===== src/accel_pkg.sv =====
package accel_pkg;

    ////////////////////////////////////////
    // widths
    ////////////////////////////////////////

    localparam int N_LANES         = 8;
    localparam int I_WIDTH         = 8;
    localparam int F_WIDTH         = 8;
    localparam int DRAM_DATA_WIDTH = 32;
    localparam int DRAM_ADDR_WIDTH = 18;
    localparam int ACC_WIDTH       = 32;
    localparam int ROW_ADDR_WIDTH  = 4;

    // one row spans two dram words
    localparam int WORDS_PER_ROW   = (N_LANES * I_WIDTH) / DRAM_DATA_WIDTH;

    // row count 1..16 needs one bit more than the row address
    localparam int ROW_CNT_WIDTH   = ROW_ADDR_WIDTH + 1;

    ////////////////////////////////////////
    // row payloads, lane 0 in the low bits
    ////////////////////////////////////////

    typedef logic signed [I_WIDTH-1:0] in_lane_t;
    typedef logic signed [F_WIDTH-1:0] wt_lane_t;

    typedef struct packed {
        in_lane_t [N_LANES-1:0] lane;
    } in_row_t;

    typedef struct packed {
        wt_lane_t [N_LANES-1:0] lane;
    } wt_row_t;

    ////////////////////////////////////////
    // job and bus structs
    ////////////////////////////////////////

    typedef struct packed {
        logic [DRAM_ADDR_WIDTH-1:0] in_base;
        logic [DRAM_ADDR_WIDTH-1:0] wt_base;
        logic [ROW_CNT_WIDTH-1:0]   n_rows;
    } job_t;

    typedef struct packed {
        logic [DRAM_ADDR_WIDTH-1:0] addr;
    } dram_req_t;

    typedef struct packed {
        logic [DRAM_ADDR_WIDTH-1:0] base;
        logic [ROW_CNT_WIDTH-1:0]   n_rows;
    } fetch_cmd_t;

endpackage


===== src/dram_arbiter.sv =====
module dram_arbiter (
    input  logic                  clk_i,
    input  logic                  rd_weight_rst,
    input  accel_pkg::dram_req_t  in_req_i,
    input  logic                  in_req_valid_i,
    output logic                  in_req_ready_o,
    input  accel_pkg::dram_req_t  wt_req_i,
    input  logic                  wt_req_valid_i,
    output logic                  wt_req_ready_o,
    output accel_pkg::dram_req_t  dram_req_o,
    output logic                  dram_req_valid_o,
    input  logic                  dram_req_ready_i,
    input  logic                  dram_rsp_valid_i,
    output logic                  in_rsp_valid_o,
    output logic                  wt_rsp_valid_o
);

    localparam int WPR = accel_pkg::WORDS_PER_ROW;
    localparam int CW  = $clog2(WPR + 1);

    // owner: 0 input fetcher, 1 weight fetcher
    logic          locked;
    logic          owner;
    logic          prio;
    logic          sel;
    logic          open;
    logic          fire;
    logic [CW-1:0] req_cnt;
    logic [CW-1:0] rsp_cnt;

    // a pending valid locks the port, so a stalled request never switches source
    always_comb begin
        if (locked) begin
            sel = owner;
        end else if (in_req_valid_i && wt_req_valid_i) begin
            sel = prio;
        end else begin
            sel = wt_req_valid_i;
        end
    end

    // at most one row of words per lock
    assign open             = (req_cnt != CW'(WPR));
    assign dram_req_o       = sel ? wt_req_i : in_req_i;
    assign dram_req_valid_o = open && (sel ? wt_req_valid_i : in_req_valid_i);
    assign in_req_ready_o   = open && !sel && dram_req_ready_i;
    assign wt_req_ready_o   = open && sel && dram_req_ready_i;
    assign fire             = dram_req_valid_o && dram_req_ready_i;

    assign in_rsp_valid_o = dram_rsp_valid_i && locked && !owner;
    assign wt_rsp_valid_o = dram_rsp_valid_i && locked && owner;

    always_ff @(posedge clk_i or posedge rd_weight_rst) begin
        if (rd_weight_rst) begin
            locked  <= 1'b0;
            owner   <= 1'b0;
            prio    <= 1'b0;
            req_cnt <= '0;
            rsp_cnt <= '0;
        end else begin
            if (!locked && (in_req_valid_i || wt_req_valid_i)) begin
                locked <= 1'b1;
                owner  <= sel;
            end
            if (fire) begin
                req_cnt <= req_cnt + 1'b1;
            end
            if (locked && dram_rsp_valid_i) begin
                if (rsp_cnt == CW'(WPR - 1)) begin
                    // row complete, hand priority to the other side
                    locked  <= 1'b0;
                    prio    <= !owner;
                    req_cnt <= '0;
                    rsp_cnt <= '0;
                end else begin
                    rsp_cnt <= rsp_cnt + 1'b1;
                end
            end
        end
    end

endmodule


===== src/row_fetcher.sv =====
module row_fetcher #(
    parameter type row_t          = accel_pkg::in_row_t,
    parameter int  ROW_ADDR_WIDTH = accel_pkg::ROW_ADDR_WIDTH
) (
    input  logic                                 clk_i,
    input  logic                                 rd_weight_rst,
    input  accel_pkg::fetch_cmd_t                cmd_i,
    input  logic                                 start_i,
    output logic                                 done_o,
    output accel_pkg::dram_req_t                 req_o,
    output logic                                 req_valid_o,
    input  logic                                 req_ready_i,
    input  logic                                 rsp_valid_i,
    input  logic [accel_pkg::DRAM_DATA_WIDTH-1:0] rsp_data_i,
    output logic [ROW_ADDR_WIDTH-1:0]            wr_addr_o,
    output row_t                                 wr_data_o,
    output logic                                 wr_en_o
);

    localparam int DW  = accel_pkg::DRAM_DATA_WIDTH;
    localparam int WPR = accel_pkg::WORDS_PER_ROW;
    localparam int RW  = WPR * DW;
    localparam int WCW = ROW_ADDR_WIDTH + 1 + $clog2(WPR);

    logic [accel_pkg::DRAM_ADDR_WIDTH-1:0] req_addr;
    logic [WCW-1:0]                        req_left;
    logic [$clog2(WPR)-1:0]                word_cnt;
    logic [ROW_ADDR_WIDTH:0]               rows_left;
    logic [RW-1:0]                         row_q;
    logic [RW-1:0]                         row_shift;
    logic                                  last_word;

    // words shift in from the top, word 0 ends up in the low bits
    assign row_shift = {rsp_data_i, row_q[RW-1:DW]};
    assign last_word = rsp_valid_i && (word_cnt == WPR - 1);

    assign req_o       = '{addr: req_addr};
    assign req_valid_o = (req_left != '0);

    ////////////////////////////////////////
    // request and row counters
    ////////////////////////////////////////

    always_ff @(posedge clk_i or posedge rd_weight_rst) begin
        if (rd_weight_rst) begin
            req_addr  <= '0;
            req_left  <= '0;
            word_cnt  <= '0;
            rows_left <= '0;
            wr_addr_o <= '0;
            wr_en_o   <= 1'b0;
            done_o    <= 1'b0;
        end else begin
            wr_en_o <= 1'b0;
            done_o  <= 1'b0;
            if (start_i) begin
                req_addr  <= cmd_i.base;
                req_left  <= WCW'(cmd_i.n_rows) * WCW'(WPR);
                word_cnt  <= '0;
                rows_left <= cmd_i.n_rows;
                wr_addr_o <= '0;
            end else begin
                if (req_valid_o && req_ready_i) begin
                    req_addr <= req_addr + 1'b1;
                    req_left <= req_left - 1'b1;
                end
                if (last_word) begin
                    word_cnt  <= '0;
                    wr_en_o   <= 1'b1;
                    rows_left <= rows_left - 1'b1;
                    done_o    <= (rows_left == 1);
                end else if (rsp_valid_i) begin
                    word_cnt <= word_cnt + 1'b1;
                end
                if (wr_en_o) begin
                    wr_addr_o <= wr_addr_o + 1'b1;
                end
            end
        end
    end

    ////////////////////////////////////////
    // row packing
    ////////////////////////////////////////

    always_ff @(posedge clk_i) begin
        if (rsp_valid_i) begin
            row_q <= row_shift;
        end
        if (last_word) begin
            wr_data_o <= row_t'(row_shift);
        end
    end

endmodule


===== src/row_ram.sv =====
module row_ram #(
    parameter type row_t          = accel_pkg::in_row_t,
    parameter int  ROW_ADDR_WIDTH = accel_pkg::ROW_ADDR_WIDTH
) (
    input  logic                      clk_i,
    input  logic [ROW_ADDR_WIDTH-1:0] wr_addr_i,
    input  row_t                      wr_data_i,
    input  logic                      wr_en_i,
    input  logic [ROW_ADDR_WIDTH-1:0] rd_addr_i,
    output row_t                      rd_data_o
);

    row_t mem [2**ROW_ADDR_WIDTH];

    // read data one cycle after the address
    always_ff @(posedge clk_i) begin
        if (wr_en_i) begin
            mem[wr_addr_i] <= wr_data_i;
        end
        rd_data_o <= mem[rd_addr_i];
    end

endmodule


===== src/mac_engine.sv =====
module mac_engine #(
    parameter int N_LANES        = accel_pkg::N_LANES,
    parameter int ROW_ADDR_WIDTH = accel_pkg::ROW_ADDR_WIDTH
) (
    input  logic                                  clk_i,
    input  logic                                  rd_weight_rst,
    input  logic                                  start_i,
    input  logic [ROW_ADDR_WIDTH:0]               n_rows_i,
    output logic [ROW_ADDR_WIDTH-1:0]             rd_addr_o,
    input  accel_pkg::in_row_t                    in_row_i,
    input  accel_pkg::wt_row_t                    wt_row_i,
    output logic signed [accel_pkg::ACC_WIDTH-1:0] result_o,
    output logic                                  result_valid_o,
    input  logic                                  result_ready_i,
    output logic                                  busy_o
);

    localparam int AW = accel_pkg::ACC_WIDTH;

    logic                    rd_active;
    logic                    data_vld;
    logic                    data_last;
    logic [ROW_ADDR_WIDTH:0] rows_left;
    logic signed [AW-1:0]    acc;
    logic signed [AW-1:0]    row_sum;

    // dot product of one row pair
    always_comb begin
        row_sum = '0;
        for (int l = 0; l < N_LANES; l++) begin
            row_sum = row_sum + AW'($signed(in_row_i.lane[l]) * $signed(wt_row_i.lane[l]));
        end
    end

    ////////////////////////////////////////
    // read sequencing
    ////////////////////////////////////////

    always_ff @(posedge clk_i or posedge rd_weight_rst) begin
        if (rd_weight_rst) begin
            rd_active      <= 1'b0;
            data_vld       <= 1'b0;
            data_last      <= 1'b0;
            rows_left      <= '0;
            rd_addr_o      <= '0;
            result_valid_o <= 1'b0;
        end else begin
            // ram data trails the address by one cycle
            data_vld  <= rd_active;
            data_last <= rd_active && (rows_left == 1);
            if (start_i) begin
                rd_active <= 1'b1;
                rd_addr_o <= '0;
                rows_left <= n_rows_i;
            end else if (rd_active) begin
                if (rows_left == 1) begin
                    rd_active <= 1'b0;
                end else begin
                    rd_addr_o <= rd_addr_o + 1'b1;
                end
                rows_left <= rows_left - 1'b1;
            end
            if (data_last) begin
                result_valid_o <= 1'b1;
            end else if (result_valid_o && result_ready_i) begin
                result_valid_o <= 1'b0;
            end
        end
    end

    // held steady while the result waits for ready
    always_ff @(posedge clk_i) begin
        if (start_i) begin
            acc <= '0;
        end else if (data_vld) begin
            acc <= acc + row_sum;
        end
    end

    assign result_o = acc;
    assign busy_o   = rd_active || data_vld || result_valid_o;

endmodule


===== src/layer_controller.sv =====
module layer_controller #(
    parameter int ROW_ADDR_WIDTH = accel_pkg::ROW_ADDR_WIDTH
) (
    input  logic                    clk_i,
    input  logic                    rd_weight_rst,
    input  accel_pkg::job_t         job_i,
    input  logic                    job_valid_i,
    output logic                    job_ready_o,
    output accel_pkg::fetch_cmd_t   in_cmd_o,
    output accel_pkg::fetch_cmd_t   wt_cmd_o,
    output logic                    fetch_start_o,
    input  logic                    in_done_i,
    input  logic                    wt_done_i,
    output logic                    mac_start_o,
    output logic [ROW_ADDR_WIDTH:0] mac_n_rows_o,
    input  logic                    mac_busy_i
);

    typedef enum logic [1:0] {
        ST_IDLE,
        ST_FETCH,
        ST_COMPUTE,
        ST_ACCEPT
    } state_t;

    state_t          state;
    accel_pkg::job_t job_q;
    logic            job_fire;
    logic            in_seen;
    logic            wt_seen;

    assign job_fire = (state == ST_IDLE) && job_valid_i && job_ready_o;

    assign in_cmd_o     = '{base: job_q.in_base, n_rows: job_q.n_rows};
    assign wt_cmd_o     = '{base: job_q.wt_base, n_rows: job_q.n_rows};
    assign mac_n_rows_o = job_q.n_rows;
    // compute state lasts one cycle
    assign mac_start_o  = (state == ST_COMPUTE);

    always_ff @(posedge clk_i or posedge rd_weight_rst) begin
        if (rd_weight_rst) begin
            state         <= ST_IDLE;
            job_ready_o   <= 1'b0;
            fetch_start_o <= 1'b0;
            in_seen       <= 1'b0;
            wt_seen       <= 1'b0;
        end else begin
            fetch_start_o <= 1'b0;
            // the fetchers may finish in either order
            if (in_done_i) begin
                in_seen <= 1'b1;
            end
            if (wt_done_i) begin
                wt_seen <= 1'b1;
            end
            case (state)
                ST_IDLE: begin
                    job_ready_o <= 1'b1;
                    if (job_fire) begin
                        job_ready_o   <= 1'b0;
                        fetch_start_o <= 1'b1;
                        state         <= ST_FETCH;
                    end
                end
                ST_FETCH: begin
                    if ((in_seen || in_done_i) && (wt_seen || wt_done_i)) begin
                        in_seen <= 1'b0;
                        wt_seen <= 1'b0;
                        state   <= ST_COMPUTE;
                    end
                end
                ST_COMPUTE: begin
                    state <= ST_ACCEPT;
                end
                ST_ACCEPT: begin
                    // busy drops once the result handshake is done
                    if (!mac_busy_i) begin
                        state <= ST_IDLE;
                    end
                end
                default: begin
                    state <= ST_IDLE;
                end
            endcase
        end
    end

    always_ff @(posedge clk_i) begin
        if (job_fire) begin
            job_q <= job_i;
        end
    end

endmodule


===== src/conv_accel_top.sv =====
module conv_accel_top #(
    parameter int N_LANES        = accel_pkg::N_LANES,
    parameter int ROW_ADDR_WIDTH = accel_pkg::ROW_ADDR_WIDTH
) (
    input  logic                                  clk_i,
    input  logic                                  rd_weight_rst,
    input  accel_pkg::job_t                       job_i,
    input  logic                                  job_valid_i,
    output logic                                  job_ready_o,
    output accel_pkg::dram_req_t                  dram_req_o,
    output logic                                  dram_req_valid_o,
    input  logic                                  dram_req_ready_i,
    input  logic [accel_pkg::DRAM_DATA_WIDTH-1:0] dram_rsp_data_i,
    input  logic                                  dram_rsp_valid_i,
    output logic signed [accel_pkg::ACC_WIDTH-1:0] result_o,
    output logic                                  result_valid_o,
    input  logic                                  result_ready_i
);

    accel_pkg::fetch_cmd_t   in_cmd;
    accel_pkg::fetch_cmd_t   wt_cmd;
    logic                    fetch_start;
    logic                    in_done;
    logic                    wt_done;
    logic                    mac_start;
    logic [ROW_ADDR_WIDTH:0] mac_n_rows;
    logic                    mac_busy;

    accel_pkg::dram_req_t    in_req;
    logic                    in_req_valid;
    logic                    in_req_ready;
    logic                    in_rsp_valid;
    accel_pkg::dram_req_t    wt_req;
    logic                    wt_req_valid;
    logic                    wt_req_ready;
    logic                    wt_rsp_valid;

    logic [ROW_ADDR_WIDTH-1:0] in_wr_addr;
    accel_pkg::in_row_t        in_wr_data;
    logic                      in_wr_en;
    logic [ROW_ADDR_WIDTH-1:0] wt_wr_addr;
    accel_pkg::wt_row_t        wt_wr_data;
    logic                      wt_wr_en;
    logic [ROW_ADDR_WIDTH-1:0] rd_addr;
    accel_pkg::in_row_t        in_rd_row;
    accel_pkg::wt_row_t        wt_rd_row;

    ////////////////////////////////////////
    // control
    ////////////////////////////////////////

    layer_controller #(.ROW_ADDR_WIDTH(ROW_ADDR_WIDTH)) u_ctrl (
        .clk_i(clk_i), .rd_weight_rst(rd_weight_rst),
        .job_i(job_i), .job_valid_i(job_valid_i), .job_ready_o(job_ready_o),
        .in_cmd_o(in_cmd), .wt_cmd_o(wt_cmd), .fetch_start_o(fetch_start),
        .in_done_i(in_done), .wt_done_i(wt_done),
        .mac_start_o(mac_start), .mac_n_rows_o(mac_n_rows), .mac_busy_i(mac_busy)
    );

    ////////////////////////////////////////
    // dram fetch path
    ////////////////////////////////////////

    row_fetcher #(.row_t(accel_pkg::in_row_t), .ROW_ADDR_WIDTH(ROW_ADDR_WIDTH)) u_in_fetch (
        .clk_i(clk_i), .rd_weight_rst(rd_weight_rst),
        .cmd_i(in_cmd), .start_i(fetch_start), .done_o(in_done),
        .req_o(in_req), .req_valid_o(in_req_valid), .req_ready_i(in_req_ready),
        .rsp_valid_i(in_rsp_valid), .rsp_data_i(dram_rsp_data_i),
        .wr_addr_o(in_wr_addr), .wr_data_o(in_wr_data), .wr_en_o(in_wr_en)
    );

    row_fetcher #(.row_t(accel_pkg::wt_row_t), .ROW_ADDR_WIDTH(ROW_ADDR_WIDTH)) u_wt_fetch (
        .clk_i(clk_i), .rd_weight_rst(rd_weight_rst),
        .cmd_i(wt_cmd), .start_i(fetch_start), .done_o(wt_done),
        .req_o(wt_req), .req_valid_o(wt_req_valid), .req_ready_i(wt_req_ready),
        .rsp_valid_i(wt_rsp_valid), .rsp_data_i(dram_rsp_data_i),
        .wr_addr_o(wt_wr_addr), .wr_data_o(wt_wr_data), .wr_en_o(wt_wr_en)
    );

    dram_arbiter u_arb (
        .clk_i(clk_i), .rd_weight_rst(rd_weight_rst),
        .in_req_i(in_req), .in_req_valid_i(in_req_valid), .in_req_ready_o(in_req_ready),
        .wt_req_i(wt_req), .wt_req_valid_i(wt_req_valid), .wt_req_ready_o(wt_req_ready),
        .dram_req_o(dram_req_o), .dram_req_valid_o(dram_req_valid_o),
        .dram_req_ready_i(dram_req_ready_i), .dram_rsp_valid_i(dram_rsp_valid_i),
        .in_rsp_valid_o(in_rsp_valid), .wt_rsp_valid_o(wt_rsp_valid)
    );

    ////////////////////////////////////////
    // row storage and compute
    ////////////////////////////////////////

    row_ram #(.row_t(accel_pkg::in_row_t), .ROW_ADDR_WIDTH(ROW_ADDR_WIDTH)) u_in_ram (
        .clk_i(clk_i), .wr_addr_i(in_wr_addr), .wr_data_i(in_wr_data), .wr_en_i(in_wr_en),
        .rd_addr_i(rd_addr), .rd_data_o(in_rd_row)
    );

    row_ram #(.row_t(accel_pkg::wt_row_t), .ROW_ADDR_WIDTH(ROW_ADDR_WIDTH)) u_wt_ram (
        .clk_i(clk_i), .wr_addr_i(wt_wr_addr), .wr_data_i(wt_wr_data), .wr_en_i(wt_wr_en),
        .rd_addr_i(rd_addr), .rd_data_o(wt_rd_row)
    );

    mac_engine #(.N_LANES(N_LANES), .ROW_ADDR_WIDTH(ROW_ADDR_WIDTH)) u_mac (
        .clk_i(clk_i), .rd_weight_rst(rd_weight_rst),
        .start_i(mac_start), .n_rows_i(mac_n_rows), .rd_addr_o(rd_addr),
        .in_row_i(in_rd_row), .wt_row_i(wt_rd_row),
        .result_o(result_o), .result_valid_o(result_valid_o),
        .result_ready_i(result_ready_i), .busy_o(mac_busy)
    );

endmodule


===== config.mk =====
export PLATFORM = sky130hd
export DESIGN_NAME = conv_accel_top
export DESIGN_NICKNAME = d
export VERILOG_FILES = /design/src/accel_pkg.sv /design/src/dram_arbiter.sv /design/src/row_fetcher.sv /design/src/row_ram.sv /design/src/mac_engine.sv /design/src/layer_controller.sv /design/src/conv_accel_top.sv
export SDC_FILE = /design/constraint.sdc
export NUM_CORES = 2
export LEC_CHECK = 0
export BUFFER_PORTS_ARGS = -buffer_cell sky130_fd_sc_hd__buf_2
export CAP_MARGIN = 20
export CORE_UTILIZATION = 27
export DETAILED_ROUTE_END_ITERATION = 8
export MAX_ROUTING_LAYER = met4
export SLEW_MARGIN = 20
export SYNTH_ARGS = -nofsm -noshare
export SYNTH_HDL_FRONTEND = slang
export SYNTH_HIERARCHICAL = 1
export SYNTH_SLANG_ARGS = --single-unit

===== constraint.sdc =====
create_clock -name clk_i -period 14.55 [get_ports clk_i]
set_clock_uncertainty 0.05 [all_clocks]
set_input_delay 2.91 -clock clk_i [delete_from_list [all_inputs] [get_ports clk_i]]
set_output_delay 2.91 -clock clk_i [all_outputs]
set_load 0.005 [all_outputs]

### Yosys cells after proc, flatten, opt, wreduce, memory -nomap -nowiden

Memory sizes are Yosys's and may differ from the RTL's. A register that Yosys moved wholly into a read port is not among the register bits.
Cells that the tools add are included.

| storage, ports and cells | value |
|---|---|
| logic and storage cells | 208 |
| bits of input ports | 79 |
| output and inout port bits | 53 |
| bits in writable memories | 2048 |
| memories | 2 |
| flip-flop bits (word level) | 427 |

| cells by class | value |
|---|---|
| add/sub/neg operators | 22 |
| multiplexer cells | 68 |
| equality and inequality tests | 12 |
| reduce and logical (&&, ||, !) cells | 44 |
| multipliers | 8 |

Memory list:

| memory | depth | bits a word | read ports | clocked after memory_dff | wr ports | RTL line | text |
|---|---|---|---|---|---|---|---|
| u_in_ram.mem | 16 | 64 | 1 | 1 | 1 | row_ram.sv:13 | `row_t mem [2**ROW_ADDR_WIDTH];` |
| u_wt_ram.mem | 16 | 64 | 1 | 1 | 1 | row_ram.sv:13 |  |

Operator list:

| operator | count |
|---|---|
| adder 32 bit | 8 |
| multiplier 8 x 8 -> 16 bit | 8 |
| two-way mux 18 bit | 5 |
| two-way mux 1 bit | 38 |
| adder 18 x 1 -> 18 bit (second input constant) | 2 |
| two-way mux 5 bit | 6 |
| two-way mux 4 bit | 7 |
| two-way mux 6 bit | 4 |
| logical AND 1 bit | 20 |
| nonzero test 2 bit | 8 |
| == test 5 x 1 -> 1 bit (second input constant) | 3 |
| subtractor 5 x 1 -> 5 bit (second input constant) | 3 |
| two-way mux 2 bit | 7 |
| adder 4 x 1 -> 4 bit (second input constant) | 3 |
| nonzero test 6 bit | 2 |
| subtractor 6 x 1 -> 6 bit (second input constant) | 2 |
| one-hot mux 2 bit (4 select lines) | 1 |
| != test 2 bit (second input constant) | 3 |
| nonzero test 3 bit | 2 |
| logical OR 1 bit | 5 |
| adder 2 x 1 -> 2 bit (second input constant) | 2 |
| == test 2 x 1 -> 1 bit (second input constant) | 2 |
| == test 2 bit (second input constant) | 2 |
| != test 2 x 1 -> 1 bit (second input constant) | 2 |
| other kinds (5) | 9 |

### Longest topological paths before layout

| logic depth | value |
|---|---|
| depth after elaboration | 10 |
| depth in mapped cells | 48 |
| gate-level depth less buffers | 47 |

### Hierarchy

Netlist, hierarchy kept.

Modules (own cells, without submodules):

| module | area each (sq um) | cells each | times used | seq. area each (sq um) |
|---|---|---|---|---|
| row_ram | 39581.7 | 1647 | 2 | 32030.7 |
| mac_engine | 28102.0 | 2838 | 1 | 965.9 |
| row_fetcher | 4986.0 | 312 | 2 | 3783.6 |
| layer_controller | 1612.8 | 78 | 1 | 1381.3 |
| dram_arbiter | 664.4 | 60 | 1 | 175.2 |

### Worst setup path before layout

OpenSTA, ideal clock, no wires.

| path | value |
|---|---|
| path type | flip-flop to flip-flop |
| start | register, netlist name u_in_ram/rd_data_o[39] |
| end | register u_mac.acc[31], in the netlist u_mac/result_o[31] |
| stages on the path, launching flop included | 39 |
| buffers on the path | 0 |
| data required time | 14.409 ns |
| setup time | 0.091 ns |
| path slack | 1.785 ns |
| arrival time | 12.624 ns |
| period minus slack after synthesis | 12.765 ns |
| path through | dfxtp_1 > and2_1 > inv_1 > fa_1 > fa_1 > fa_1 > fa_1 > fa_1 > inv_1 > fa_1 > fa_1 > fa_1 > fa_1 > ha_1 > or4_1 > o21ai_0 > a21oi_1 > nor3_1 > [3 not listed] > inv_1 > fa_1 > fa_1 > inv_1 > ha_1 > fa_1 > fa_1 > fa_1 > ha_1 > ha_1 > and2_1 > nand3_1 > nand3_1 > a2111oi_2 > a21oi_1 > o41a_1 > a211o_1 > a311oi_1 |

| on the way | value |
|---|---|
| word-level cells in the longest chain between the ends | 6 |

Ends and longest elaborated chain:

| item | RTL line | text |
|---|---|---|
| multiplier 8 x 8 -> 16 bit | mac_engine.sv:31 | `row_sum = row_sum + AW'($signed(in_row_i.lane[l]) * $signed(wt_row_i.lane[l]));` |
| adder 32 bit (4 in series) | mac_engine.sv:31 |  |
| adder 32 bit | mac_engine.sv:76 | `acc <= acc + row_sum;` |
| to (signal assigned) | mac_engine.sv:76 |  |
| to (decl) | mac_engine.sv:24 | `logic signed [AW-1:0] acc;` |

Every way passes these cells.
A chain may end at the register's enable or synchronous reset.

### Worst setup path in the final report

| path | value |
|---|---|
| start | register, netlist name u_in_ram/rd_data_o[39] |
| end | register u_mac.acc[31], in the netlist u_mac/result_o[31] |

| on the way | value |
|---|---|
| word-level cells in the longest chain between the ends | 6 |

Ends and longest elaborated chain:

| item | RTL line |
|---|---|
| multiplier 8 x 8 -> 16 bit | mac_engine.sv:31 |
| adder 32 bit (4 in series) | mac_engine.sv:31 |
| adder 32 bit | mac_engine.sv:76 |

Every way passes these cells.

==> results.sh <==
export IMPL_status="finished, final reports clean"
export IMPL_setup_violations=0
export IMPL_core_area_um2=439300
export IMPL_netlist_area_leader_share_pct=57.31
export IMPL_routedWlPerCell_um=23.56
export IMPL_cts_tree="yes"
export IMPL_routed_via_density=4.627
export IMPL_yosysTopAreaCell="edfxtp_1"
export IMPL_cts_root_buf="clkbuf_16"
export IMPL_drtIter0Drc=6279
export IMPL_remaining_drc_errors=0
export IMPL_grt_use_met2_pct=21.88
export IMPL_antenna_found_initial=77
export IMPL_grt_util_all_layers_pct=14.31
export IMPL_ctsHoldBuffers=0
export IMPL_num_vias=61810
export IMPL_clock_path_buffers=4
export IMPL_hpwl_um=200800
export IMPL_met3_usage_pct=3.604
export IMPL_first_global_vias=64950
export IMPL_grt_max_degree=111
export IMPL_slowest_stage="fa_1"
export IMPL_finalWeightedCongestion=0.8855
export IMPL_overflow=0
export IMPL_worst_pin_slew_ps=1135
export IMPL_cts_resized=0
export IMPL_fmax_mhz=71.94
export IMPL_die_x_um=667.3
export IMPL_hold_violations=0
export IMPL_final_period_utilization_pct=95.53
export IMPL_fp_dieH_um=667.3
export IMPL_finalSetupTns_ps=0
export IMPL_rsz0062_at_grt="false"
export IMPL_portBuffers=131
export IMPL_synth_flop_cell="edfxtp_1"
export IMPL_worstPathMaxFanout=12
export IMPL_syn_avg_cell_area_um2=17.34
export IMPL_clk_pin_slew_ps=60
export IMPL_finalCriticalPeriod_ps=13900
export IMPL_placed_cells=12780
export IMPL_area_delta_synth_final_pct=13.73
export IMPL_drive_gt1_share_pct=16.73
export IMPL_cts_buffers=265
export IMPL_synth_edf_count=2281
export IMPL_layout_commonest_cell="edfxtp_1"
export IMPL_critPathKind="flop to flop"
export IMPL_yosysSeqAreaShare_pct=62.04
export IMPL_synth_nets=8043
export IMPL_hold_path_class="flop to flop"
export IMPL_first_pass_iters=5
export IMPL_grtUsageMet1_pct=18.52
export IMPL_grt_pass1_wl_um=452200
export IMPL_ant_nets=0
export IMPL_max_stage_delay_ps=580
export IMPL_ys_top_cells_by_area="edfxtp_1 57%, fa_1 13%, mux4_2 9.6%, ha_1 3.2%, inv_1 2.7%"
export IMPL_crit_arrival_ps=14660
export IMPL_clock_sinks=2539
export IMPL_syn_cell_area_um2=119500
export IMPL_placementRows=243
export IMPL_busiest_layer="met2"
export IMPL_cp_required_ps=15310
export IMPL_wirelength_um=314800
export IMPL_stdcell_count=13360
export IMPL_start_kind="flop"
export IMPL_path_common_cell="fa_1"
export IMPL_drv_slew=0
export IMPL_cts_htree_levels=5
export IMPL_die_area_um2=445300
export IMPL_syn_instance_count=6894
export IMPL_async_reset_ff_share_pct=3.860
export IMPL_synth_seq_cells=2539
export IMPL_ys_types=88
export IMPL_max_slew_margin_rel_pct=24.17
export IMPL_mostFrequentLayoutCells="2281 x edfxtp_1, 872 x inv_1, 760 x fa_1"
export IMPL_nets=8315
export IMPL_cp_end_kind="flop"
export IMPL_start_util_pct=27.20
export IMPL_cts_setup_buffers=0
export IMPL_ys_warn_count=6
export IMPL_clock_latency_ps=880
export IMPL_cap_violations=0
export IMPL_io_pins=132
## layout make-up
cell class,count,area (um^2)
clock inverter,125,1099
clock buffer,344,7164
antenna,112,280.3
fill,42630,303400
tap,5880,7357
sequential,2539,74160
timing repair buffer,237,1480
multi-input combinational,3243,41080
inverter,880,3306
## final timing paths
check / endpoint / cells after the start / slack, ps / start
max: u_mac/result_o[31] / 40 / 650 / u_in_ram/rd_data_o[39]
min: u_wt_fetch/wr_data_o[23] / 0 / 340 / u_wt_fetch/row_q[55]
max reg2reg: u_mac/result_o[31] / 40 / 650 / u_in_ram/rd_data_o[39]
min reg2reg: u_wt_fetch/wr_data_o[23] / 0 / 340 / u_wt_fetch/row_q[55]
max in group asynchronous: u_wt_fetch/wr_en_o / 3 / 11520 / rd_weight_rst
min in group asynchronous: u_arb/owner / 2 / 1980 / rd_weight_rst
## Yosys cell counts, types with 24 or more instances
| library cell | count |
|---|---|
| buf_2 | 29 |
| xor2_1 | 32 |
| ha_1 | 310 |
| o21ai_0 | 39 |
| dfrtp_1 | 98 |
| buf_1 | 35 |
| and2_1 | 250 |
| inv_1 | 874 |
| nor3_1 | 26 |
| a21oi_1 | 42 |
| buf_6 | 34 |
| xnor2_1 | 59 |
| dfxtp_1 | 160 |
| nand3_1 | 29 |
| buf_4 | 24 |
| nor2_1 | 138 |
| a22oi_1 | 257 |
| clkbuf_1 | 108 |
| fa_1 | 760 |
| nand2_1 | 413 |
| mux4_2 | 512 |
| mux2i_1 | 25 |
| nand2b_1 | 46 |
| edfxtp_1 | 2281 |
## critical path: cells and delay by family, from the launching register on
kind,cells,cell delay (ps)
adders and majority gates,19,8780
buffers and inverters,5,540
DFF,1,460
AOI/OAI and AO/OA,9,2410
and+or+nand+nor,7,1590
## cell families (layout without fill, tap and decap cells)
| group | Yosys count | count (layout) | share of synthesized area, % |
|---|---|---|---|
| AO/OA/AOI/OAI | 491 | 491 | 3.057 |
| XOR/XNOR | 91 | 91 | 0.6669 |
| other | 0 | 112 | 0 |
| AND/OR/NAND/NOR | 1020 | 1020 | 4.219 |
| multiplexers | 571 | 571 | 10.21 |
| buffers and inverters | 1112 | 1586 | 3.829 |
| flip-flops | 2539 | 2539 | 62.04 |
| adder cells (fa/ha/maj) | 1070 | 1070 | 15.98 |
## per-stage QoR
stage               hold slack [ps]  setup WS, ps  instance area, um^2  util [%]
detailed placement            354.5         216.7               127400     28.99
global placement              350.1         366.7               127400     28.99
finish                        342.3         649.9               135900     30.94
global route                  360.1         98.27               135900     30.93
CTS                           342.8         199.3               135600     30.87
floorplan                     350.3          1785               119500         -
## state kept, by name, indices dropped and copies added (netlist names), 32 cells and up
| signal | count |
|---|---|
| u_wt_ram/rd_data_o | 64 |
| u_in_fetch/wr_data_o | 64 |
| u_wt_fetch/wr_data_o | 64 |
| u_in_ram/mem | 1024 |
| u_in_ram/rd_data_o | 64 |
| u_mac/result_o | 32 |
| u_wt_fetch/row_q | 32 |
| u_wt_ram/mem | 1024 |
| u_in_fetch/row_q | 32 |
## per-layer routing
metal	wire length (um)	vias up
li1	-	25940
met1	132000	33170
met2	149600	2312
met3	25970	395
met4	7240	0
met5	0	-
Power is left out: the tool's default activity adds up to more than one toggle a clock period on the data nets, which glitch-free logic cannot reach.
